==> src/rtl/antic_defines.svh <==
`ifndef ANTIC_DEFINES_SVH
`define ANTIC_DEFINES_SVH

// Memory bus widths

// Display list pointer and screen address width
`define ADDR_W 16

// One RAM word, one display list byte
`define DATA_W 8

// Full 64K address space
`define RAM_DEPTH 65536

`endif

==> src/rtl/antic_pkg.sv <==
package antic_pkg;

    // Blank line view, mode field reads zero
    typedef struct packed {
        logic       dli;      // Interrupt on last line
        logic [2:0] count;    // Blank lines minus one
        logic [3:0] mode;
    } dl_blank_t;

    // Mode line and jump view
    typedef struct packed {
        logic       dli;
        logic       lms;      // LMS, or JVB when mode is jump
        logic       vscroll;  // Decoded, not used
        logic       hscroll;  // Decoded, not used
        logic [3:0] mode;
    } dl_mode_t;

    // One display list byte, two decodings
    typedef union packed {
        dl_blank_t blank_s;
        dl_mode_t  mode_s;
    } dl_instr_u;

    localparam logic [3:0] OP_BLANK = 4'h0;
    localparam logic [3:0] OP_JUMP  = 4'h1;

    // Scanlines per mode line
    function automatic logic [4:0] mode_rows(input logic [3:0] mode);
        case (mode)
            4'h2, 4'h4, 4'h6, 4'h8: mode_rows = 5'd8;
            4'h3:                   mode_rows = 5'd10;
            4'h5, 4'h7:             mode_rows = 5'd16;
            4'h9, 4'hA:             mode_rows = 5'd4;
            4'hB, 4'hD:             mode_rows = 5'd2;
            default:                mode_rows = 5'd1;  // C, E, F
        endcase
    endfunction

    // Screen bytes per mode line
    function automatic logic [5:0] mode_bytes(input logic [3:0] mode);
        case (mode)
            4'h2, 4'h3, 4'h4, 4'h5, 4'hD, 4'hE, 4'hF: mode_bytes = 6'd40;
            4'h6, 4'h7, 4'hA, 4'hB, 4'hC:             mode_bytes = 6'd20;
            4'h8, 4'h9:                               mode_bytes = 6'd10;
            default:                                  mode_bytes = 6'd0;
        endcase
    endfunction

endpackage

==> src/rtl/antic_if.sv <==
`timescale 1ns/1ns
`include "antic_defines.svh"

// Decode asks for display list bytes, fetch returns them
interface dl_fetch_if;
    logic                byte_req;    // One cycle pulse
    logic                byte_valid;  // Exactly one cycle after byte_req
    logic [`DATA_W-1:0]  byte_data;
    logic                jump_load;   // Pointer reload at next edge
    logic [`ADDR_W-1:0]  jump_addr;

    modport dec (
        output byte_req, jump_load, jump_addr,
        input  byte_valid, byte_data
    );

    modport fetch (
        input  byte_req, jump_load, jump_addr,
        output byte_valid, byte_data
    );
endinterface

// Decoded instruction handed to the scanline sequencer
interface dl_instr_if;
    logic                  instr_valid;  // Held until taken
    antic_pkg::dl_instr_u  instr;
    logic [`ADDR_W-1:0]    lms_addr;     // Valid with LMS only
    logic                  busy;         // Sequencer still emitting lines

    modport src (
        output instr_valid, instr, lms_addr,
        input  busy
    );

    modport snk (
        input  instr_valid, instr, lms_addr,
        output busy
    );
endinterface

==> src/rtl/dl_decode.sv <==
`timescale 1ns/1ns
`include "antic_defines.svh"

module dl_decode (
    input  logic    clock,
    input  logic    rst,
    input  logic    running,
    dl_fetch_if.dec dec,
    dl_instr_if.src src
);

    localparam logic [2:0] S_IDLE    = 3'd0;  // Wait for running
    localparam logic [2:0] S_INSTR   = 3'd1;  // Instruction byte pending
    localparam logic [2:0] S_LO      = 3'd2;  // Operand low byte pending
    localparam logic [2:0] S_HI      = 3'd3;  // Operand high byte pending
    localparam logic [2:0] S_PRESENT = 3'd4;  // Offered to sequencer
    localparam logic [2:0] S_STOP    = 3'd5;  // After JVB

    logic [2:0]           state;
    antic_pkg::dl_instr_u instr_q;
    antic_pkg::dl_instr_u new_instr;
    logic [`ADDR_W-1:0]   opnd_q;  // Assembled jump or LMS address
    logic                 req_q;
    logic                 load_q;
    logic                 valid_q;
    logic                 needs_opnd;
    logic                 is_jump;
    logic                 is_jvb;

    assign new_instr = dec.byte_data;

    // Two operand bytes follow a jump or an LMS mode line
    assign needs_opnd = (new_instr.mode_s.mode == antic_pkg::OP_JUMP) ||
                        ((new_instr.mode_s.mode != antic_pkg::OP_BLANK) &&
                         new_instr.mode_s.lms);
    assign is_jump = instr_q.mode_s.mode == antic_pkg::OP_JUMP;
    assign is_jvb  = is_jump && instr_q.mode_s.lms;  // Bit 6 on a jump

    assign dec.byte_req  = req_q;
    assign dec.jump_load = load_q;
    assign dec.jump_addr = opnd_q;
    assign src.instr_valid = valid_q;
    assign src.instr       = instr_q;
    assign src.lms_addr    = opnd_q;

    always_ff @(posedge clock) begin
        if (rst) begin
            state   <= S_IDLE;
            req_q   <= 1'b0;
            load_q  <= 1'b0;
            valid_q <= 1'b0;
        end else begin
            req_q  <= 1'b0;  // Both are single pulses
            load_q <= 1'b0;
            case (state)
                S_IDLE: if (running) begin
                    req_q <= 1'b1;
                    state <= S_INSTR;
                end
                S_INSTR: if (dec.byte_valid) begin
                    instr_q <= new_instr;
                    if (needs_opnd) begin
                        req_q <= 1'b1;
                        state <= S_LO;
                    end else begin
                        valid_q <= 1'b1;  // Blank or plain mode line
                        state   <= S_PRESENT;
                    end
                end
                S_LO: if (dec.byte_valid) begin
                    opnd_q[`DATA_W-1:0] <= dec.byte_data;
                    req_q               <= 1'b1;
                    state               <= S_HI;
                end
                S_HI: if (dec.byte_valid) begin
                    opnd_q[`ADDR_W-1:`DATA_W] <= dec.byte_data;
                    if (is_jump && !is_jvb) begin
                        load_q <= 1'b1;  // Plain jump, refetch from target
                        state  <= S_IDLE;
                    end else begin
                        valid_q <= 1'b1;
                        state   <= S_PRESENT;
                    end
                end
                S_PRESENT: if (!src.busy) begin
                    valid_q <= 1'b0;  // Taken this cycle
                    if (is_jvb) begin
                        state <= S_STOP;
                    end else begin
                        req_q <= 1'b1;  // Run one instruction ahead
                        state <= S_INSTR;
                    end
                end
                S_STOP: if (!running)
                    state <= S_IDLE;
                default: state <= S_IDLE;
            endcase
        end
    end

endmodule

==> src/flat_wrapper.sv <==
// flat-port wrapper written by rule: the top's interface ports become plain ports
module dl_decode_flat 
  (clock, rst, running, dec_byte_req, dec_jump_load, dec_jump_addr, dec_byte_valid, dec_byte_data, src_instr_valid, src_instr, src_lms_addr, src_busy);
  dl_fetch_if dec_i ();
  dl_instr_if src_i ();
  input  logic clock;
  input  logic rst;
  input  logic running;
  output wire logic [$bits(dec_i.byte_req)-1:0] dec_byte_req;
  output wire logic [$bits(dec_i.jump_load)-1:0] dec_jump_load;
  output wire logic [$bits(dec_i.jump_addr)-1:0] dec_jump_addr;
  input wire logic [$bits(dec_i.byte_valid)-1:0] dec_byte_valid;
  input wire logic [$bits(dec_i.byte_data)-1:0] dec_byte_data;
  output wire logic [$bits(src_i.instr_valid)-1:0] src_instr_valid;
  output wire logic [$bits(src_i.instr)-1:0] src_instr;
  output wire logic [$bits(src_i.lms_addr)-1:0] src_lms_addr;
  input wire logic [$bits(src_i.busy)-1:0] src_busy;
  assign dec_byte_req = dec_i.byte_req;
  assign dec_jump_load = dec_i.jump_load;
  assign dec_jump_addr = dec_i.jump_addr;
  assign dec_i.byte_valid = dec_byte_valid;
  assign dec_i.byte_data = dec_byte_data;
  assign src_instr_valid = src_i.instr_valid;
  assign src_instr = src_i.instr;
  assign src_lms_addr = src_i.lms_addr;
  assign src_i.busy = src_busy;
  dl_decode u_core (.clock(clock), .rst(rst), .running(running), .dec(dec_i), .src(src_i));
endmodule
==> config.mk <==
export PLATFORM = sky130hd
export DESIGN_NAME = dl_decode_flat
export DESIGN_NICKNAME = d
export VERILOG_FILES = /design/src/rtl/antic_pkg.sv /design/src/rtl/antic_if.sv /design/src/rtl/dl_decode.sv /design/src/flat_wrapper.sv
export VERILOG_INCLUDE_DIRS = /design/src /design/src/rtl
export SDC_FILE = /design/constraint.sdc
export NUM_CORES = 1
export LEC_CHECK = 0
export BUFFER_PORTS_ARGS = -buffer_cell sky130_fd_sc_hd__clkbuf_2
export CAP_MARGIN = 20
export CORE_MARGIN = 4
export CORE_UTILIZATION = 35
export CTS_CLUSTER_SIZE = 30
export DETAILED_ROUTE_END_ITERATION = 10
export GPL_TIMING_DRIVEN = 0
export PLACE_DENSITY_LB_ADDON = 0.12
export SETUP_SLACK_MARGIN = 0.2
export SYNTH_ARGS = -nofsm -noshare
export SYNTH_HDL_FRONTEND = slang
export SYNTH_SLANG_ARGS = --single-unit
==> constraint.sdc <==
create_clock -name clock -period 3.6 [get_ports clock]
set_input_delay 0 -clock clock [delete_from_list [all_inputs] [get_ports clock]]
set_output_delay 0 -clock clock [all_outputs]
set_load 0.1 [all_outputs]
# --- Word-level counts from Yosys, hierarchy flattened ---
# Cells that the tools add are included.
op_classes:
  n_eq_ne: 15
  n_mux: 24
  n_bitwise: 3
  reduce_logical: 14
ops:
  columns: ["cell", "n"]
  rows:
  - ["3-bit two-way mux", 9]
  - ["3-bit case mux with 6 select lines", 1]
  - ["2-bit inequality test, second input constant", 8]
  - ["1-bit two-way mux", 12]
  - ["6-bit AND reduction", 2]
  - ["3-bit AND reduction", 3]
  - ["4-bit by 1-bit == test with 1-bit output, second input constant", 2]
  - ["3-bit by 2-bit == test with 1-bit output, second input constant", 2]
  - ["3-bit == test, second input constant", 2]
  - ["1-bit case mux with 4 select lines", 1]
  - ["4-bit nonzero test", 1]
  - ["3-bit by 1-bit == test with 1-bit output, second input constant", 1]
  - ["1-bit logical AND", 3]
  - ["3-bit zero test", 1]
  - ["1-bit NOT", 3]
  - ["1-bit case mux with 3 select lines", 1]
  - ["3-bit nonzero test", 1]
  - ["3-bit OR reduction", 1]
  - ["1-bit zero test", 1]
  - ["1-bit logical OR", 1]
totals:
  register_bits: 30
  in_bits: 13
  out_inout_bits: 43
  word_cells: 63

# --- Depth between registers and ports, before layout ---
depth:
  depth_word: 7
  depth_mapped: 5
  ltp_nobuf: 4

# --- Worst setup path before layout ---
# OpenSTA, ideal clock, no wires.
synth_path:
  path_kind: "reg-to-reg"
  startpoint: "register u_core.instr_q, in the netlist u_core.src.instr[0]"
  endpoint: "register u_core.state[2]"
  setup_time_ns: 0.073
  arrival_ns: 1.767
  required_ns: 3.527
  path_slack_ns: 1.761
  stages_incl_launch_ff: 5
  n_path_buf: 0
  period_less_slack_ns: 1.839
  path_cell_list: "edfxtp_1 nor4b_4 nand2_1 o31a_1 o22ai_2"
synth_between:
  elab_chain_len: 7
  elab_cells_between_ends: 9
  cone_classes: "1 x eq/ne; 5 x mux; 3 x reduce/logical"
synth_lines:
  columns: ["item", "line_no", "source"]
  rows:
  - ["start: declaration", "dl_decode.sv:20", "antic_pkg::dl_instr_u instr_q;"]
  - ["start signal: assignment", "dl_decode.sv:61", "instr_q <= new_instr;"]
  - ["4-bit by 1-bit == test with 1-bit output (*)", "dl_decode.sv:36", "assign is_jump = instr_q.mode_s.mode == antic_pkg::OP_JUMP;"]
  - ["1-bit logical AND", "dl_decode.sv:37", "assign is_jvb = is_jump && instr_q.mode_s.lms;"]
  - ["1-bit zero test", "dl_decode.sv:77", "if (is_jump && !is_jvb) begin"]
  - ["1-bit logical AND", "dl_decode.sv:77", null]
  - ["3-bit two-way mux", "dl_decode.sv:77", null]
  - ["3-bit two-way mux", "dl_decode.sv:75", "S_HI: if (dec.byte_valid) begin"]
  - ["3-bit case mux with 6 select lines (*)", "dl_decode.sv:55", "case (state)"]
  - ["end signal: assignment", "dl_decode.sv:58", "state <= S_INSTR;"]
  - ["end signal: assignment", "dl_decode.sv:79", "state <= S_IDLE;"]
  - ["end signal: assignment", "dl_decode.sv:82", "state <= S_PRESENT;"]
  - ["end: declaration", "dl_decode.sv:19", "logic [2:0] state;"]
# Every way passes the cells marked *; elsewhere a longest branch is shown, timed or not. The select of a mux whose other input is x is not followed.
# A chain may end at the register's enable or synchronous reset.

# --- Final worst setup path ---
layout_path:
  startpoint: "register u_core.state[2]"
  endpoint: "register u_core.opnd_q[1], in the netlist u_core.dec.jump_addr[1], enable pin"
layout_between:
  elab_chain_len: 2
layout_lines:
  columns: ["item", "line_no", "source"]
  rows:
  - ["start signal: assignment", "dl_decode.sv:48", "state <= S_IDLE;"]
  - ["start signal: assignment", "dl_decode.sv:58", null]
  - ["start signal: assignment", "dl_decode.sv:64", "state <= S_LO;"]
  - ["3-bit by 2-bit == test with 1-bit output", "dl_decode.sv:55", null]
  - ["3-bit AND reduction (no line)", null, null]
  - ["end signal: indexed assignment", "dl_decode.sv:71", "opnd_q[`DATA_W-1:0] <= dec.byte_data;"]
  - ["end signal: indexed assignment", "dl_decode.sv:76", "opnd_q[`ADDR_W-1:`DATA_W] <= dec.byte_data;"]
  - ["end: declaration", "dl_decode.sv:22", "logic [`ADDR_W-1:0] opnd_q;"]
# Every way passes these cells.

==> summary.txt <==
=================================================================================
Post-route standard cell area excluding fillers                          1810 µm²
Kind of capture point of the worst setup path                                flop
Part of the cycle the worst path needs                                      0.509
Top cells by area, synth                                             edfxtp_1, buf_4, dfxtp_1
Sequential area share after synthesis                                       0.653
Average wire length per cell after detail routing                         13.0 µm
Final antenna-violating net count                                               0
Clock network fraction of total power                                       0.330
CP required                                                               3.59 ns
Post-place setup slack                                                    1.73 ns
# rows                                                                         21
Switching Power                                                            235 µW
Result of the run                                                    complete, no violations
Number of gates resized after CTS                                               0
Sum of overflow across all layers after global routing                          0
Maximum clock skew at final layout                                     0.00626 ns
Initial antenna violation count                                                 0
CORE AREA                                                                3440 µm²
Number of warnings issued by yosys                                              0
Number of global-route vias before repair                                     842
Crit path DAT                                                             1.82 ns
Die H                                                                     68.7 µm
Mean post-synth cell area                                                14.6 µm²
Wire length of the first global-routing pass                              3940 µm
Flip-flop and latch count after synthesis                                      30
Actual slew at the worst max-slew pin                                    0.741 ns
Drt drc                                                                         0
Fmax                                                                      545 MHz
Total number of clock tree sinks                                               30
TritonCTS clock tree                                                          yes
Top cells by instance count after synthesis                          edfxtp_1, buf_4, dfxtp_1, nor2_1
Vias                                                                          936
Cell Pwr Density                                                       456 nW/µm²
Synth top area share                                                        0.560
Share of layout cells above drive strength 1                                0.578
Final Net Count                                                               173
Post-DP Area                                                             1630 µm²
Number of vias per cell after detailed routing                               4.52
Worst-case clock buffer depth                                                   2
Maximum fanout along the worst path                                             9
Routed Wire Length                                                        2700 µm
Sw Ratio                                                                    0.285
Number of enable flip-flop cells after synthesis                               24
Worst slew margin relative to its limit                                     0.504
Leakage power of the design                                              0.782 nW
Antenna cell count                                                              0
Post-synth top area cell                                                 edfxtp_1
Floorplan die area                                                       4710 µm²
Final setup violation count                                                     0
Number of max-capacitance violations reported                                   0
Total negative setup slack                                                   0 ns
Number of fill cells in the layout                                            303
Port Buf Inserts                                                               55
Clock buffers created by TritonCTS                                              5
Unrepaired setup endpoints after global routing                                no
Count of cell types in the netlist                                             32
Initial detailed-routing violation count                                       31
Pre-antenna DRT Iters                                                           4
Part of the total power dissipated in sequential elements                   0.480
Initial cell density of the core                                            0.374
Maximum number of pins on one net before global-route repair                   11
RD Place Congestion                                                         0.778
P&R area growth vs syn                                                      40.5%
Cell count after synthesis                                                     88
Critical path class                                                    reg -> reg
Cell internal power dissipation                                            589 µW
Final hold violation count                                                      0
Synth Flop Type                                                          edfxtp_1
Most instantiated library cell after synthesis                           edfxtp_1
Syn_nets                                                                      101
Async set or reset register ratio after synthesis                               0
Clock H-tree levels                                                             2
Detailed placer's ending HPWL                                             2060 µm
Gr usage total                                                              0.122
Largest voltage drop on the vdd net                                        255 µV
Area of the mapped netlist                                               1290 µm²
Combinational share of power                                                0.190
DIE WIDTH                                                                 68.7 µm
Clock transition at path regs                                             0.06 ns
Type of the worst min-delay path                                        in -> reg
Ports                                                                          56
Critical path startpoint category                                            flop
Number of max-slew violations in the final report                               0
Source-to-sink clock delay at the later pin of the worst-skew pair        0.28 ns
Root Buffer Master                                                       clkbuf_8
Setup slack of the critical path after layout                             1.77 ns
Minimum clock period                                                      1.83 ns
=================================================================================
## metal layers
layer | part of all wire | GRT usage | wire length, µm | vias to the layer above
li1 | - | - | - | 452
met1 | 0.41 | 0.138 | 1110 | 435
met2 | 0.47 | 0.191 | 1270 | 42
met3 | 0.095 | 0.0535 | 255 | 7
met4 | 0.022 | 0.0670 | 59 | 0
met5 | 0 | 0 | 0 | -
## final timing paths
path                                             start                      end  slack [ns]  depth (start not counted)
worst max-delay path                   u_core.state[2]  u_core.dec.jump_addr[1]        1.77                          4
worst min-delay path                    dec_byte_valid          u_core.state[1]        0.05                          3
worst max register to register         u_core.state[2]  u_core.dec.jump_addr[1]        1.77                          4
worst min register to register  u_core.src.instr_valid   u_core.src.instr_valid        0.47                          2
## cells by family after synthesis
| family | after synthesis | share of synthesized area |
|---|---|---|
| buf+inv | 21 | 0.118 |
| mux | 3 | 0.0272 |
| simple gates | 24 | 0.134 |
| compound gates | 10 | 0.0680 |
| flops | 30 | 0.653 |
## registers in the layout, summed over array words and instances, names as in the netlist
name / flops
u_core.dec.jump_addr: 16
u_core.src.instr: 8
u_core.state: 3
u_core.dec.byte_req: 1
u_core.dec.jump_load: 1
u_core.src.instr_valid: 1
## power groups by stage
stage | Sequential [mW] | Combinational, mW | Clock (mW)
after global placement | 0.403 | 0.148 | 0
final | 0.396 | 0.157 | 0.272
after global routing | 0.397 | 0.166 | 0.300
after floorplan | 0.458 | 0.0634 | 0
after CTS | 0.396 | 0.157 | 0.281
after detailed placement | 0.403 | 0.149 | 0
## per-stage QoR
step	std cells	power (mW)	hold slack, ns	util
floorplan	88	0.521	0.0724	-
global placement	189	0.550	0.201	0.471
detailed placement	190	0.552	0.215	0.473
CTS	207	0.834	0.0466	0.526
global route	207	0.862	0.0469	0.526
finish	207	0.825	0.0475	0.526
## placed cells by master, fill, tap and decap left out
master	netlist	routed
buf_6	1	1
o2111ai_1	1	1
inv_1	2	2
nor3_1	2	2
edfxtp_1	24	24
or2b_2	1	1
dfxtp_1	6	6
clkbuf_1	0	1
mux2i_1	2	2
or3_1	1	1
clkbuf_2	0	55
a21oi_1	2	2
buf_4	17	18
nor2b_2	1	1
buf_2	1	1
nand2b_1	2	2
o41ai_1	1	1
clkbuf_8	0	6
and2b_2	1	1
nor3b_1	1	1
a211oi_1	1	1
a211o_2	1	1
nand2_1	2	2
o22ai_2	1	1
nor2b_4	1	1
dlygate4sd3_1	0	9
clkinv_2	0	1
nor4_1	1	1
a211oi_2	1	1
nand3b_2	1	1
nor3_2	1	1
a221oi_1	1	1
nand3b_1	2	2
nor2_1	6	6
mux2_4	1	1
o31a_1	1	1
nor4b_4	1	1
## timing repair
action / CTS / global route
hold buffers: 9 / 0
endpoints found under the hold margin: 26 / 0
buffers inserted: 0 / 0
## critical path, stage by stage (launching register included)
cell     delay [ns]
dfxtp_1        0.31
buf_6          0.13
or2b_2         0.30
nor3_1         0.54
buf_4          0.27
## area by class of cell
class | instances | area (µm²) | area share
flip-flops and latches | 30 | 841 | 0.465
repair buffers | 65 | 373 | 0.206
multi-input cells | 37 | 295 | 0.163
plain buffers | 19 | 144 | 0.0795
clock buffers | 7 | 86.3 | 0.0477
well taps | 46 | 57.6 | 0.0318
inverters | 2 | 7.51 | 0.00415
clock inverters | 1 | 5.00 | 0.00277
No activity file was read; power rests on OpenSTA's default activity.
