--- src/rtl/antic_defines.svh ---
`ifndef ANTIC_DEFINES_SVH
`define ANTIC_DEFINES_SVH

// Memory bus widths

// Display list pointer and screen address width
`define ADDR_W 16

// One RAM word, one display list byte
`define DATA_W 8

// Full 64K address space
`define RAM_DEPTH 65536

`endif

--- src/rtl/antic_if.sv ---
`timescale 1ns/1ns
`include "antic_defines.svh"

// Decode asks for display list bytes, fetch returns them
interface dl_fetch_if;
    logic                byte_req;    // One cycle pulse
    logic                byte_valid;  // Exactly one cycle after byte_req
    logic [`DATA_W-1:0]  byte_data;
    logic                jump_load;   // Pointer reload at next edge
    logic [`ADDR_W-1:0]  jump_addr;

    modport dec (
        output byte_req, jump_load, jump_addr,
        input  byte_valid, byte_data
    );

    modport fetch (
        input  byte_req, jump_load, jump_addr,
        output byte_valid, byte_data
    );
endinterface


--- src/rtl/dl_fetch.sv ---
`timescale 1ns/1ns
`include "antic_defines.svh"

module dl_fetch (
    input  logic               clock,
    input  logic               rst,
    input  logic               start,
    input  logic [`ADDR_W-1:0] dlist_addr,
    input  logic               frame_done,  // From sequencer, JVB taken
    output logic               running,
    output logic               rd_en,
    output logic [`ADDR_W-1:0] rd_addr,
    input  logic [`DATA_W-1:0] rd_data,
    dl_fetch_if.fetch          fetch
);

    logic [`ADDR_W-1:0] ptr;      // Display list pointer
    logic               valid_q;  // Read in flight

    // Each request is one RAM read at the pointer
    assign rd_en   = fetch.byte_req;
    assign rd_addr = ptr;

    assign fetch.byte_valid = valid_q;
    assign fetch.byte_data  = rd_data;  // RAM output already registered

    always_ff @(posedge clock) begin
        if (rst) begin
            ptr     <= '0;
            running <= 1'b0;
            valid_q <= 1'b0;
        end else begin
            valid_q <= fetch.byte_req;  // RAM latency is one cycle

            // Pointer source priority
            if (start)
                ptr <= dlist_addr;
            else if (fetch.jump_load)
                ptr <= fetch.jump_addr;
            else if (fetch.byte_req)
                ptr <= ptr + 1'b1;  // Step past the byte just read

            // Frame run flag
            if (start)
                running <= 1'b1;
            else if (frame_done)
                running <= 1'b0;  // JVB reached the sequencer
        end
    end

endmodule

--- src/flat_wrapper.sv ---
// flat-port wrapper written by rule: the top's interface ports become plain ports
module dl_fetch_flat 
  (clock, rst, start, dlist_addr, frame_done, running, rd_en, rd_addr, rd_data, fetch_byte_req, fetch_jump_load, fetch_jump_addr, fetch_byte_valid, fetch_byte_data);
  dl_fetch_if fetch_i ();
  input  logic clock;
  input  logic rst;
  input  logic start;
  input  logic [`ADDR_W-1:0] dlist_addr;
  input  logic frame_done;
  output logic running;
  output logic rd_en;
  output logic [`ADDR_W-1:0] rd_addr;
  input  logic [`DATA_W-1:0] rd_data;
  input wire logic [$bits(fetch_i.byte_req)-1:0] fetch_byte_req;
  input wire logic [$bits(fetch_i.jump_load)-1:0] fetch_jump_load;
  input wire logic [$bits(fetch_i.jump_addr)-1:0] fetch_jump_addr;
  output wire logic [$bits(fetch_i.byte_valid)-1:0] fetch_byte_valid;
  output wire logic [$bits(fetch_i.byte_data)-1:0] fetch_byte_data;
  assign fetch_i.byte_req = fetch_byte_req;
  assign fetch_i.jump_load = fetch_jump_load;
  assign fetch_i.jump_addr = fetch_jump_addr;
  assign fetch_byte_valid = fetch_i.byte_valid;
  assign fetch_byte_data = fetch_i.byte_data;
  dl_fetch u_core (.clock(clock), .rst(rst), .start(start), .dlist_addr(dlist_addr), .frame_done(frame_done), .running(running), .rd_en(rd_en), .rd_addr(rd_addr), .rd_data(rd_data), .fetch(fetch_i));
endmodule
--- config.mk ---
export PLATFORM = sky130hd
export DESIGN_NAME = dl_fetch_flat
export DESIGN_NICKNAME = d
export VERILOG_FILES = /design/src/rtl/antic_if.sv /design/src/rtl/dl_fetch.sv /design/src/flat_wrapper.sv
export VERILOG_INCLUDE_DIRS = /design/src /design/src/rtl
export SDC_FILE = /design/constraint.sdc
export NUM_CORES = 1
export LEC_CHECK = 0
export ABC_AREA = 1
export BUFFER_PORTS_ARGS = -buffer_cell sky130_fd_sc_hd__buf_4
export CAP_MARGIN = 40
export CORE_MARGIN = 5
export CORE_UTILIZATION = 45
export CTS_CLUSTER_SIZE = 16
export DETAILED_ROUTE_END_ITERATION = 10
export PLACE_DENSITY = 0.82
export RECOVER_POWER = 100
export SLEW_MARGIN = 5
export SYNTH_ARGS = -nofsm -noshare
export SYNTH_HDL_FRONTEND = slang
export SYNTH_SLANG_ARGS = --single-unit
--- constraint.sdc ---
create_clock -name clock -period 1.8 [get_ports clock]
set_input_delay 0.09 -clock clock [delete_from_list [all_inputs] [get_ports clock]]
set_output_delay 0.09 -clock clock [all_outputs]
set_load 0.02 [all_outputs]
---- Word-level counts from Yosys, hierarchy flattened ----
Cells that the tools add are included.
operators by class
  multiplexer cells ....................... 5
  add/subtract/negate cells ............... 1
  reduce and logical (&&, ||, !) cells .... 2
operators with widths
  operator                                       count
  two-way mux 16 bit                             3
  adder 16 x 1 -> 16 bit, second input constant  1
  nonzero test 3 bit                             1
  two-way mux 1 bit                              2
  nonzero test 2 bit                             1
storage, ports and cells
  logic and storage cells ................. 11
  register bits after elaboration ......... 18
  input bits .............................. 46

---- Longest topological paths before layout ----
Gate-level depths: netlist of the first run.
  depth after elaboration ................. 4
  depth in mapped cells ................... 10
  depth with buffers taken out ............ 10

---- Least setup slack after synthesis of the first run ----
Ideal clock, no wire load.
  kind .................................... register to register
  start ................................... register u_core.ptr[0] (netlist: u_core.rd_addr[0])
  end ..................................... register u_core.ptr[12] (netlist: u_core.rd_addr[12])
  stages on the path, launching flop included .. 9
  clock period less this slack ............ 1.463 ns
  arrival time ............................ 1.331 ns
  library setup time ...................... 0.132 ns
  data required time ...................... 1.668 ns
  buffers on the path ..................... 0
  slack ................................... 0.337 ns
  cell sequence ........................... dfxtp_1 > ha_1 > nand3_2 > nor2_1 > nand3_1 > nand3_1 > nand2_1 > nand2_1 > a21oi_1
on the way
  cells in the longest elaborated chain, start to end .. 4
ends and longest elaborated chain
  item                    line            text
  start, declared         dl_fetch.sv:17  logic [`ADDR_W-1:0] ptr;
  start signal, assigned  dl_fetch.sv:37  ptr <= dlist_addr;
  start signal, assigned  dl_fetch.sv:39  ptr <= fetch.jump_addr;
  start signal, assigned  dl_fetch.sv:41  ptr <= ptr + 1'b1;
  adder 16 x 1 -> 16 bit  dl_fetch.sv:41
  two-way mux 16 bit      dl_fetch.sv:40  else if (fetch.byte_req)
  two-way mux 16 bit      dl_fetch.sv:38  else if (fetch.jump_load)
  two-way mux 16 bit      dl_fetch.sv:36  if (start)
Every way passes these cells. The select of a mux whose other input is x is not followed.
A chain may end at the register's enable or synchronous reset.

---- Worst setup path after layout of the first run ----
  start ................................... register u_core.ptr[0] (netlist: u_core.rd_addr[0])
  end ..................................... register u_core.ptr[14] (netlist: u_core.rd_addr[14])
Same word-level chain as after synthesis.

==> impl_metrics.json, run 1 <==
{
  "syn_area_per_cell_sq_um": 5.82,
  "grt_use_total": 0.192,
  "n_antenna_cell": 0,
  "holdPathStages": 4,
  "timing.final.crit_share": 0.841,
  "rsz0062_at_grt": "no",
  "cts_buffers": 3,
  "cts_resized": 0,
  "fmax_mhz": 660,
  "synth_top_area_share": 0.261,
  "worst_setup_path_start_kind": "flop",
  "ir_drop_uv": 507,
  "layout_common_cells": "nand2_1 (59), nor2_1 (46), buf_4 (39), a21oi_1 (30), inv_1 (21)",
  "worst_pin_slew_ns": 0.521,
  "setup_viol": 0,
  "rows": 20,
  "grt_max_degree": 21,
  "synth_area_leaders": "dfxtp_1 (26%), nand2_1 (16%), nor2_1 (12%)",
  "power.leakage_nw": 0.774,
  "grt_first_pass_wirelength_mm": 6.52,
  "crit_fanout": 6,
  "maxSlewViolCount": 0,
  "critPathKind": "reg2reg",
  "antenna_found_initial": 0,
  "numPortBuffers": 56,
  "fin_hold_ws_ns": 0.00858,
  "drive_gt1_frac": 0.164,
  "synth-seq-area-share": 0.261,
  "cts-hold-fix-buffers": 0,
  "first_iter_violations": 116,
  "reg2regPathDepth": 9,
  "outcome": "complete, no violations",
  "layout_commonest_cell": "nand2_1",
  "chipHeight_um": 65.4,
  "ant_nets": 0,
  "syn_nets": 284,
  "ys_ff_latch": 18,
  "synth_cells": 237,
  "core_area_sq_um": 3000,
  "syn2layout_area_growth_pct": 23.4,
  "hold_path_class": "in2reg",
  "min_period_ns": 1.51,
  "totalWireLength_mm": 3.85,
  "clock_skew_ns": 0.00449,
  "end_kind": "flop",
  "p_total_mw": 1.03,
  "r2r_end": "u_core.rd_addr[14]",
  "firstDrtPassIters": 4,
  "syn_area_sq_um": 1380,
  "die_x_um": 65.4,
  "ys_warn_count": 0,
  "clk_path_buf_depth": 2,
  "post-cts-setup-buffer-count": 0,
  "ios": 73,
  "clk_latency_ns": 0.31,
  "cts.sinks": 18,
  "r2r_setup_slack_ns": 0.29,
  "rr_startpoint": "u_core.rd_addr[0]",
  "vias": 1554,
  "gp_congestion": 0.842,
  "cap_violations": 0,
  "dieArea_sq_um": 4270,
  "dp_hpwl_mm": 2.83,
  "clk_pin_slew_ns": 0.11,
  "cts_tree": "yes",
  "fin_nets": 328,
  "clockRootBuffer": "clkbuf_4",
  "cts_max_level": 1,
  "ys_types": 24,
  "fin_tns_setup_ns": 0,
  "cp.arrival_ns": 1.77,
  "vias_per_cell": 4.96,
  "grt-ovfl-total": 0,
  "maxSlewHeadroom": 0.652,
  "hold_violations": 0,
  "power_density_nw_per_um2": 604,
  "cp.required_ns": 2.05,
  "floorplan.initialDensity": 0.460,
  "wl_per_cell_um": 12.3,
  "drc": 0,
  "hold_start": "frame_done",
  "fillCellCount": 337,
  "yosysTopAreaCell": "dfxtp_1",
  "hold_path_end": "u_core.running",
  "grt_pass1_vias": 1463
}
==> critical path, cell delays in order (launching register included) <==
cell	delay, ns
dfxtp_1	0.42
ha_1	0.23
nand3_2	0.13
nor2_1	0.23
nand3_1	0.10
nand2_1	0.07
nand3_1	0.06
nand2_1	0.08
nand2_1	0.04
a21oi_1	0.10
==> how the worst max path moves through the flow <==
| stage | start | end | cells past startpoint |
|---|---|---|---|
| after floorplan | u_core.rd_addr[0] | u_core.rd_addr[12] | 8 |
| after global placement | u_core.rd_addr[0] | u_core.rd_addr[14] | 9 |
| after detailed placement | u_core.rd_addr[0] | u_core.rd_addr[12] | 9 |
| after CTS | u_core.rd_addr[0] | u_core.rd_addr[12] | 9 |
| after global routing | u_core.rd_addr[0] | u_core.rd_addr[12] | 9 |
| final | u_core.rd_addr[0] | u_core.rd_addr[14] | 9 |
==> layer usage <==
| metal | share of wire | global-route usage | vias up |
|---|---|---|---|
| li1 | - | - | 830 |
| met5 | 0 | 0 | - |
| met1 | 0.44 | 0.232 | 676 |
| met3 | 0.070 | 0.0462 | 7 |
| met2 | 0.47 | 0.329 | 41 |
| met4 | 0.012 | 0.0674 | 0 |
==> state kept, by name (all words and copies together) (netlist names) <==
register,count
u_core.rd_addr,16
u_core.fetch.byte_valid,1
u_core.running,1
==> where the power goes <==
group	internal, mW	switching, mW
Sequential	0.430	0.0430
Combinational	0.126	0.165
Clock	0.124	0.140
Total	0.680	0.348
==> cells in the mapped netlist <==
cell type and number:
a21oi_1 30, a31oi_1 1, buf_1 1, buf_2 7, buf_4 9, clkbuf_1 2
dfxtp_1 18, ha_1 1, inv_1 21, nand2_1 59, nand3_1 14, nand3_2 1
nand4_1 1, nor2_1 44, nor2_2 2, nor3_1 1, nor3_4 1, o211ai_1 1
o21ai_0 10, o21ai_1 4, o21bai_1 2, or2_2 1, xnor2_1 5, xor2_1 1
==> cell type report <==
type | count | area, sq um | share of cell area
clock buffers | 4 | 36.3 | 0.0213
flip-flops and latches | 18 | 360 | 0.212
repair buffers | 58 | 364 | 0.214
multi-input cells | 179 | 822 | 0.483
well taps | 33 | 41.3 | 0.0242
inverters | 21 | 78.8 | 0.0463
==> per-stage QoR <==
| step | instance area [sq um] | instances | util | setup WS (ns) |
|---|---|---|---|---|
| 2_1_floorplan | 1380 | 237 | - | 0.337 |
| 3_3_place_gp | 1740 | 309 | 0.580 | 0.421 |
| 3_5_place_dp | 1740 | 309 | 0.580 | 0.336 |
| 4_1_cts | 1780 | 313 | 0.593 | 0.307 |
| 5_1_grt | 1700 | 313 | 0.567 | 0.0249 |
| 6_report | 1700 | 313 | 0.567 | 0.286 |
==> kinds of logic after synthesis <==
group	count (synthesis)	synth area share
simple gates	124	0.372
compound gates	48	0.180
buf+inv	40	0.140
flops	18	0.261
xor+xnor	6	0.0381
fa+ha+maj	1	0.00906
Note: power is estimated with default switching activity, not from simulation.
==> run 2: changes to the inputs <==
--- a/config.mk
+++ b/config.mk
@@ -6,14 +6,14 @@
 export SDC_FILE = /design/constraint.sdc
 export NUM_CORES = 1
 export LEC_CHECK = 0
-export ABC_AREA = 1
+export ABC_AREA = 0
 export BUFFER_PORTS_ARGS = -buffer_cell sky130_fd_sc_hd__buf_4
 export CAP_MARGIN = 40
 export CORE_MARGIN = 5
 export CORE_UTILIZATION = 45
 export CTS_CLUSTER_SIZE = 16
 export DETAILED_ROUTE_END_ITERATION = 10
-export PLACE_DENSITY = 0.82
+export PLACE_DENSITY = 0.81
 export RECOVER_POWER = 100
 export SLEW_MARGIN = 5
 export SYNTH_ARGS = -nofsm -noshare
==> constraint.sdc (replaced) <==
create_clock -name clock -period 1.6 [get_ports clock]
set_input_delay 0.08 -clock clock [delete_from_list [all_inputs] [get_ports clock]]
set_output_delay 0.08 -clock clock [all_outputs]
set_load 0.02 [all_outputs]
==> run 2 against run 1 <==
  * First-iteration DRC count down 38%
  * Synthesized area up 3.4%
  * Non-clock buffer count up 12
  * Clock skew down 0.0013 ns
  * Count of clock-buffer cells in the layout down 1
  * Fmax down 5.3%
  * Worst setup slack worse by 0.29 ns
  * Critical path type unchanged
==> impl_metrics.json, run 2 <==
{
  "hold_violations": 0,
  "p_seq_frac": 0.465,
  "synth_top_family_by_area": "simple AND/OR/NAND/NOR gates",
  "end_kind": "flop",
  "largest_register_ffs": 16,
  "power_density_nw_per_um2": 606,
  "min_period_ns": 1.60,
  "ant_nets": 0,
  "clk_latency_ns": 0.29,
  "grt_pass1_vias": 1334,
  "hold_start": "dlist_addr[0]",
  "cts-hold-fix-buffers": 0,
  "cts_tree": "yes",
  "synth-edff-count": 0,
  "floorplan.initialDensity": 0.468,
  "cts.sinks": 18,
  "fin_util": 0.600,
  "syn_area_sq_um": 1430,
  "ys_warn_count": 0,
  "firstDrtPassIters": 4,
  "cp.arrival_ns": 1.80,
  "first_iter_violations": 72,
  "grt_use_total": 0.170,
  "totalWireLength_mm": 3.86,
  "ys_ff_latch": 18,
  "numPortBuffers": 56,
  "vias": 1518,
  "layout_commonest_cell": "buf_4",
  "cp.required_ns": 1.80,
  "wl_per_cell_um": 14.1,
  "pwr-share-clk": 0.197,
  "ys_types": 50,
  "timing.final.crit_share": 1.00,
  "worst_setup_path_start_kind": "flop",
  "critPathKind": "reg2reg",
  "drc": 0,
  "synthXorXnorAreaFrac": 0.0307,
  "synth_top_area_share": 0.252,
  "die_x_um": 66.3,
  "clockRootBuffer": "clkbuf_4",
  "p_switching_mw": 0.360,
  "rr_startpoint": "u_core.rd_addr[6]",
  "grt-ovfl-total": 0,
  "vias_per_cell": 5.56,
  "syn2layout_area_growth_pct": 28.3,
  "clock_skew_ns": 0.00317,
  "r2r_end": "u_core.rd_addr[9]",
  "synth_area_leaders": "dfxtp_1 (25%), mux2i_1 (7.0%), buf_4 (4.7%)",
  "worst_pin_slew_ns": 0.437,
  "yosysMostFrequentCell": "dfxtp_1",
  "async_flop_share": 0,
  "ios": 73,
  "yosysTopAreaCell": "dfxtp_1",
  "dieArea_sq_um": 4400,
  "cts_max_level": 1,
  "r2r_setup_slack_ns": 0.0004,
  "fin_nets": 278,
  "yosys.area_share.simple": 0.270,
  "clk_path_buf_depth": 2,
  "dp_hpwl_mm": 2.97,
  "antenna_found_initial": 0,
  "netlist_top_cells_count": "dfxtp_1 (18), nand2_1 (14), nor2_1 (12)",
  "fin_hold_ws_ns": 0.0323,
  "core_area_sq_um": 3050,
  "drive_gt1_frac": 0.310,
  "synthFlopType": "dfxtp_1",
  "share_comb_of_total_power": 0.337,
  "instances_no_fill": 273,
  "layout_common_cells": "buf_4 (55), dfxtp_1 (16), nand2_1 (14), clkbuf_1 (14), nor2_1 (12)",
  "grt_first_pass_wirelength_mm": 5.93,
  "synth-seq-area-share": 0.252,
  "cts_buffers": 3,
  "hold_path_class": "in2reg",
  "crit_fanout": 10,
  "outcome": "complete, no violations",
  "rsz0062_at_grt": "yes",
  "reg2regPathDepth": 4,
  "crit_start": "u_core.rd_addr[6]",
  "rows": 20,
  "yosys-mux-area-fraction": 0.0701,
  "sw_frac_of_total": 0.324,
  "power.leakage_nw": 0.758,
  "n_antenna_cell": 0,
  "cap_violations": 0,
  "ir_drop_uv": 318,
  "p_int_mw": 0.750,
  "maxSlewHeadroom": 0.708,
  "endpoint": "u_core.rd_addr[9]",
  "fmax_mhz": 625,
  "syn_area_per_cell_sq_um": 8.07,
  "p_total_mw": 1.11,
  "setup_viol": 0,
  "maxSlewViolCount": 0,
  "clk_pin_slew_ns": 0.10,
  "chipHeight_um": 66.3,
  "synth_compound_area_frac": 0.237,
  "synthAdderAreaFrac": 0.00876,
  "gp_congestion": 0.884,
  "dp_cells": 270,
  "syn_nets": 224,
  "grt_max_degree": 22,
  "synth_cells": 177
}
run 2: cell count changes after synthesis, sizes merged, moves of 6 or more:
| cell | before | now |
|---|---|---|
| nand2 | 59 | 14 |
| nor2 | 46 | 14 |
| a21oi | 30 | 8 |
| inv | 21 | 8 |
| mux2i | 0 | 10 |
| nand3 | 15 | 8 |
| nor4 | 0 | 7 |
| a211oi | 0 | 6 |
| nor2b | 0 | 6 |
| o21ai | 14 | 8 |
run 2: timing repair:
action	in CTS	in global routing
gates resized for setup	0	2
setup buffers	0	0
setup endpoints to repair	0	6
run 2: worst max-delay path, stage by stage (launching register included):
cell and delay, ns:
dfxtp_1 0.43, nand4_4 0.21, nor2_2 0.16, or4b_1 0.44, a311oi_1 0.28
run 2: kinds of logic after synthesis:
| family | count (synthesis) |
|---|---|
| simple gates | 68 |
| compound gates | 46 |
| buf+inv | 29 |
| flops | 18 |
| mux | 10 |
| xor+xnor | 5 |
| fa+ha+maj | 1 |
run 2: power by group through the flow:
| stage | clock [mW] | sequential [mW] | combinational [mW] |
|---|---|---|---|
| 4_1_cts | 0.225 | 0.518 | 0.394 |
| 3_3_place_gp | 0 | 0.526 | 0.392 |
| 3_5_place_dp | 0 | 0.528 | 0.392 |
| 5_1_grt | 0.237 | 0.523 | 0.409 |
| 6_report | 0.219 | 0.517 | 0.374 |
| 2_1_floorplan | 0 | 0.569 | 0.208 |
run 2: how the worst min path moves through the flow:
stage | endpoint | slack (ns) | depth (start not counted)
final | u_core.rd_addr[0] | 0.03 | 3
after global routing | u_core.rd_addr[3] | 0.05 | 3
after CTS | u_core.rd_addr[0] | 0.03 | 3
after detailed placement | fetch_byte_data[4] | 0.16 | 0
after global placement | fetch_byte_data[4] | 0.16 | 0
after floorplan | u_core.rd_addr[4] | 0.22 | 2
run 2: metal layers:
metal | part of all wire | up-vias | global-route usage
met5 | 0 | - | 0
met4 | 0.0083 | 0 | 0.0508
met3 | 0.074 | 4 | 0.0493
met2 | 0.47 | 58 | 0.280
met1 | 0.44 | 697 | 0.214
li1 | - | 759 | -
run 2: cell type report:
cell class	count	area, sq um
clock buffers	3	22.5
fillers	315	1220
inverters	8	30.0
multi-input cells	130	888
flip-flops and latches	18	363
well taps	44	55.1
repair buffers	70	473
run 2: stage by stage:
| stage | setup WS, ns | TNS (ns) | cell area, sq um |
|---|---|---|---|
| 6_report | 0.000434 | 0 | 1830 |
| 5_1_grt | -0.0573 | -0.233 | 1830 |
| 4_1_cts | 0.0232 | 0 | 1880 |
| 3_5_place_dp | 0.0497 | 0 | 1860 |
| 3_3_place_gp | 0.107 | 0 | 1860 |
| 2_1_floorplan | -0.0108 | -0.0108 | 1430 |
==> run 3: changes to the inputs <==
--- a/config.mk
+++ b/config.mk
@@ -11,9 +11,9 @@
 export CAP_MARGIN = 40
 export CORE_MARGIN = 5
 export CORE_UTILIZATION = 45
-export CTS_CLUSTER_SIZE = 16
+export CTS_CLUSTER_SIZE = 14
 export DETAILED_ROUTE_END_ITERATION = 10
-export PLACE_DENSITY = 0.81
+export PLACE_DENSITY = 0.89
 export RECOVER_POWER = 100
 export SLEW_MARGIN = 5
 export SYNTH_ARGS = -nofsm -noshare
==> run 3 against run 2 <==
  * Sequential power up 2%
  * Final cell count down 1.1%
  * Via count up 1.5%
  * Global-route usage up 1.7 points
  * Worst setup slack better by 0.077 ns
  * Critical path depth unchanged
  * Power up 6.5%
  * Non-clock buffer count down 4
  * Fmax up 5.0%
  * First-iteration DRC count up 49%
  * Critical path type unchanged
  * Critical endpoint unchanged
==> impl_metrics.json, run 3 (same netlist as run 2, synthesis figures left out) <==
{
  "cp.required_ns": 1.81,
  "setup_viol": 0,
  "drc": 0,
  "chipHeight_um": 66.3,
  "power_density_nw_per_um2": 638,
  "cp_num_buf_inv": 1,
  "totalWireLength_mm": 3.98,
  "endpoint": "u_core.rd_addr[9]",
  "clk_latency_ns": 0.30,
  "min_period_ns": 1.52,
  "vias_per_cell": 5.71,
  "hold_path_class": "in2reg",
  "maxSlewHeadroom": 0.720,
  "power.leakage_nw": 0.752,
  "antenna_found_initial": 0,
  "clockRootBuffer": "clkbuf_4",
  "grt_first_pass_wirelength_mm": 6.44,
  "end_kind": "flop",
  "fmax_mhz": 657,
  "placed_area_sq_um": 1810,
  "firstDrtPassIters": 4,
  "drive_gt1_frac": 0.327,
  "fin_nets": 274,
  "critPathKind": "reg2reg",
  "r2r_end": "u_core.rd_addr[9]",
  "grt_max_degree": 33,
  "numPortBuffers": 56,
  "worst_setup_path_start_kind": "flop",
  "syn2layout_area_growth_pct": 29.8,
  "path_depth": 4,
  "place_ws_ns": -0.00331,
  "grt_use_total": 0.187,
  "r2r_setup_slack_ns": 0.08,
  "die_x_um": 66.3,
  "first_iter_violations": 107,
  "core_area_sq_um": 3050,
  "path_delay_family": "simple AND/OR/NAND/NOR gates",
  "cts.sinks": 18,
  "rr_startpoint": "u_core.rd_addr[7]",
  "ios": 73,
  "dieArea_sq_um": 4400,
  "slowest_delay_ns": 0.50,
  "critical_path.slowest_cell": "or4b_1",
  "cap_violations": 0,
  "ant_nets": 0,
  "fin_hold_ws_ns": 0.0249,
  "fillCellCount": 294,
  "clk_pin_slew_ns": 0.11,
  "layout_commonest_cell": "buf_4",
  "grt-ovfl-total": 0,
  "floorplan.initialDensity": 0.468,
  "design_area_sq_um": 1850,
  "instances_no_fill": 270,
  "fin_tns_setup_ns": 0,
  "clk_path_buf_depth": 2,
  "cts_tree": "yes",
  "hold_violations": 0,
  "clock_skew_ns": 0.00176,
  "p_total_mw": 1.18,
  "rsz0062_at_grt": "no",
  "seq_area_sq_um": 373,
  "timing.final.crit_share": 0.952,
  "ir_drop_uv": 310,
  "maxSlewViolCount": 0,
  "wl_per_cell_um": 14.8,
  "gp_congestion": 0.828,
  "grt_pass1_vias": 1395,
  "rows": 20,
  "crit_fanout": 5,
  "reg2regPathDepth": 4,
  "dp_hpwl_mm": 2.88,
  "worst_pin_slew_ns": 0.419,
  "vias": 1541,
  "dp_cells": 264,
  "worst_slack_ns": 0.0772,
  "multi_input_area_sq_um": 912,
  "n_antenna_cell": 0,
  "crit_start": "u_core.rd_addr[7]",
  "cp.arrival_ns": 1.74,
  "outcome": "complete, no violations",
  "cts_buffers": 3,
  "layout_common_cells": "buf_4 (53), nand2_1 (14), clkbuf_1 (13), nor2_1 (12), dfxtp_1 (12)",
  "fin_util": 0.607,
  "worstPathCellList": "clkbuf_1 > nand2_1 > or4b_1 > a311oi_1",
  "cts_max_level": 1,
  "largest_register_ffs": 16
}
[run 3: changes by cell type in the layout (fill, tap and decap cells not counted), sizes merged]
cell | before | now
buf | 55 | 53
clkbuf | 18 | 17
[run 3: worst min-delay path by stage]
stage / startpoint / end / slack, ns / depth (start not counted)
2_1_floorplan: dlist_addr[4] / u_core.rd_addr[4] / 0.22 / 2
3_3_place_gp: rd_data[0] / fetch_byte_data[0] / 0.16 / 0
3_5_place_dp: rd_data[0] / fetch_byte_data[0] / 0.16 / 0
4_1_cts: dlist_addr[4] / u_core.rd_addr[4] / 0.02 / 3
5_1_grt: dlist_addr[4] / u_core.rd_addr[4] / 0.03 / 3
6_report: dlist_addr[4] / u_core.rd_addr[4] / 0.02 / 3
[run 3: layer usage]
| layer | vias to the layer above | GRT usage | wire length (um) |
|---|---|---|---|
| met4 | 0 | 0.0635 | 61 |
| met1 | 721 | 0.233 | 1580 |
| met2 | 71 | 0.311 | 1950 |
| met5 | - | 0 | 0 |
| li1 | 743 | - | - |
| met3 | 6 | 0.0459 | 392 |
[run 3: power breakdown]
| group | leakage (nW) | internal, mW | switching (mW) |
|---|---|---|---|
| Sequential | 0.152 | 0.483 | 0.0421 |
| Clock | 0.0210 | 0.139 | 0.152 |
| Combinational | 0.579 | 0.176 | 0.191 |
| Total | 0.752 | 0.798 | 0.385 |
[run 3: what timing repair did]
action,CTS,global route
cloned,0,0
resized for setup,1,9
pin swaps,0,2
hold endpoints to repair,0,0
buffers inserted,0,2
setup endpoints to repair,1,10
hold buffers,0,0
[run 3: layout make-up]
| type | count | area share |
|---|---|---|
| multi-input combinational | 130 | 0.492 |
| timing repair buffer | 66 | 0.241 |
| sequential | 18 | 0.201 |
| tap | 44 | 0.0297 |
| clock buffer | 4 | 0.0196 |
| inverter | 8 | 0.0162 |
[run 3: worst register-to-register path: cells and delay by family (launching register included)]
family / cells / cell delay, ns
simple gates: 2 / 0.60
flops: 1 / 0.35
buf+inv: 1 / 0.22
compound gates: 1 / 0.27
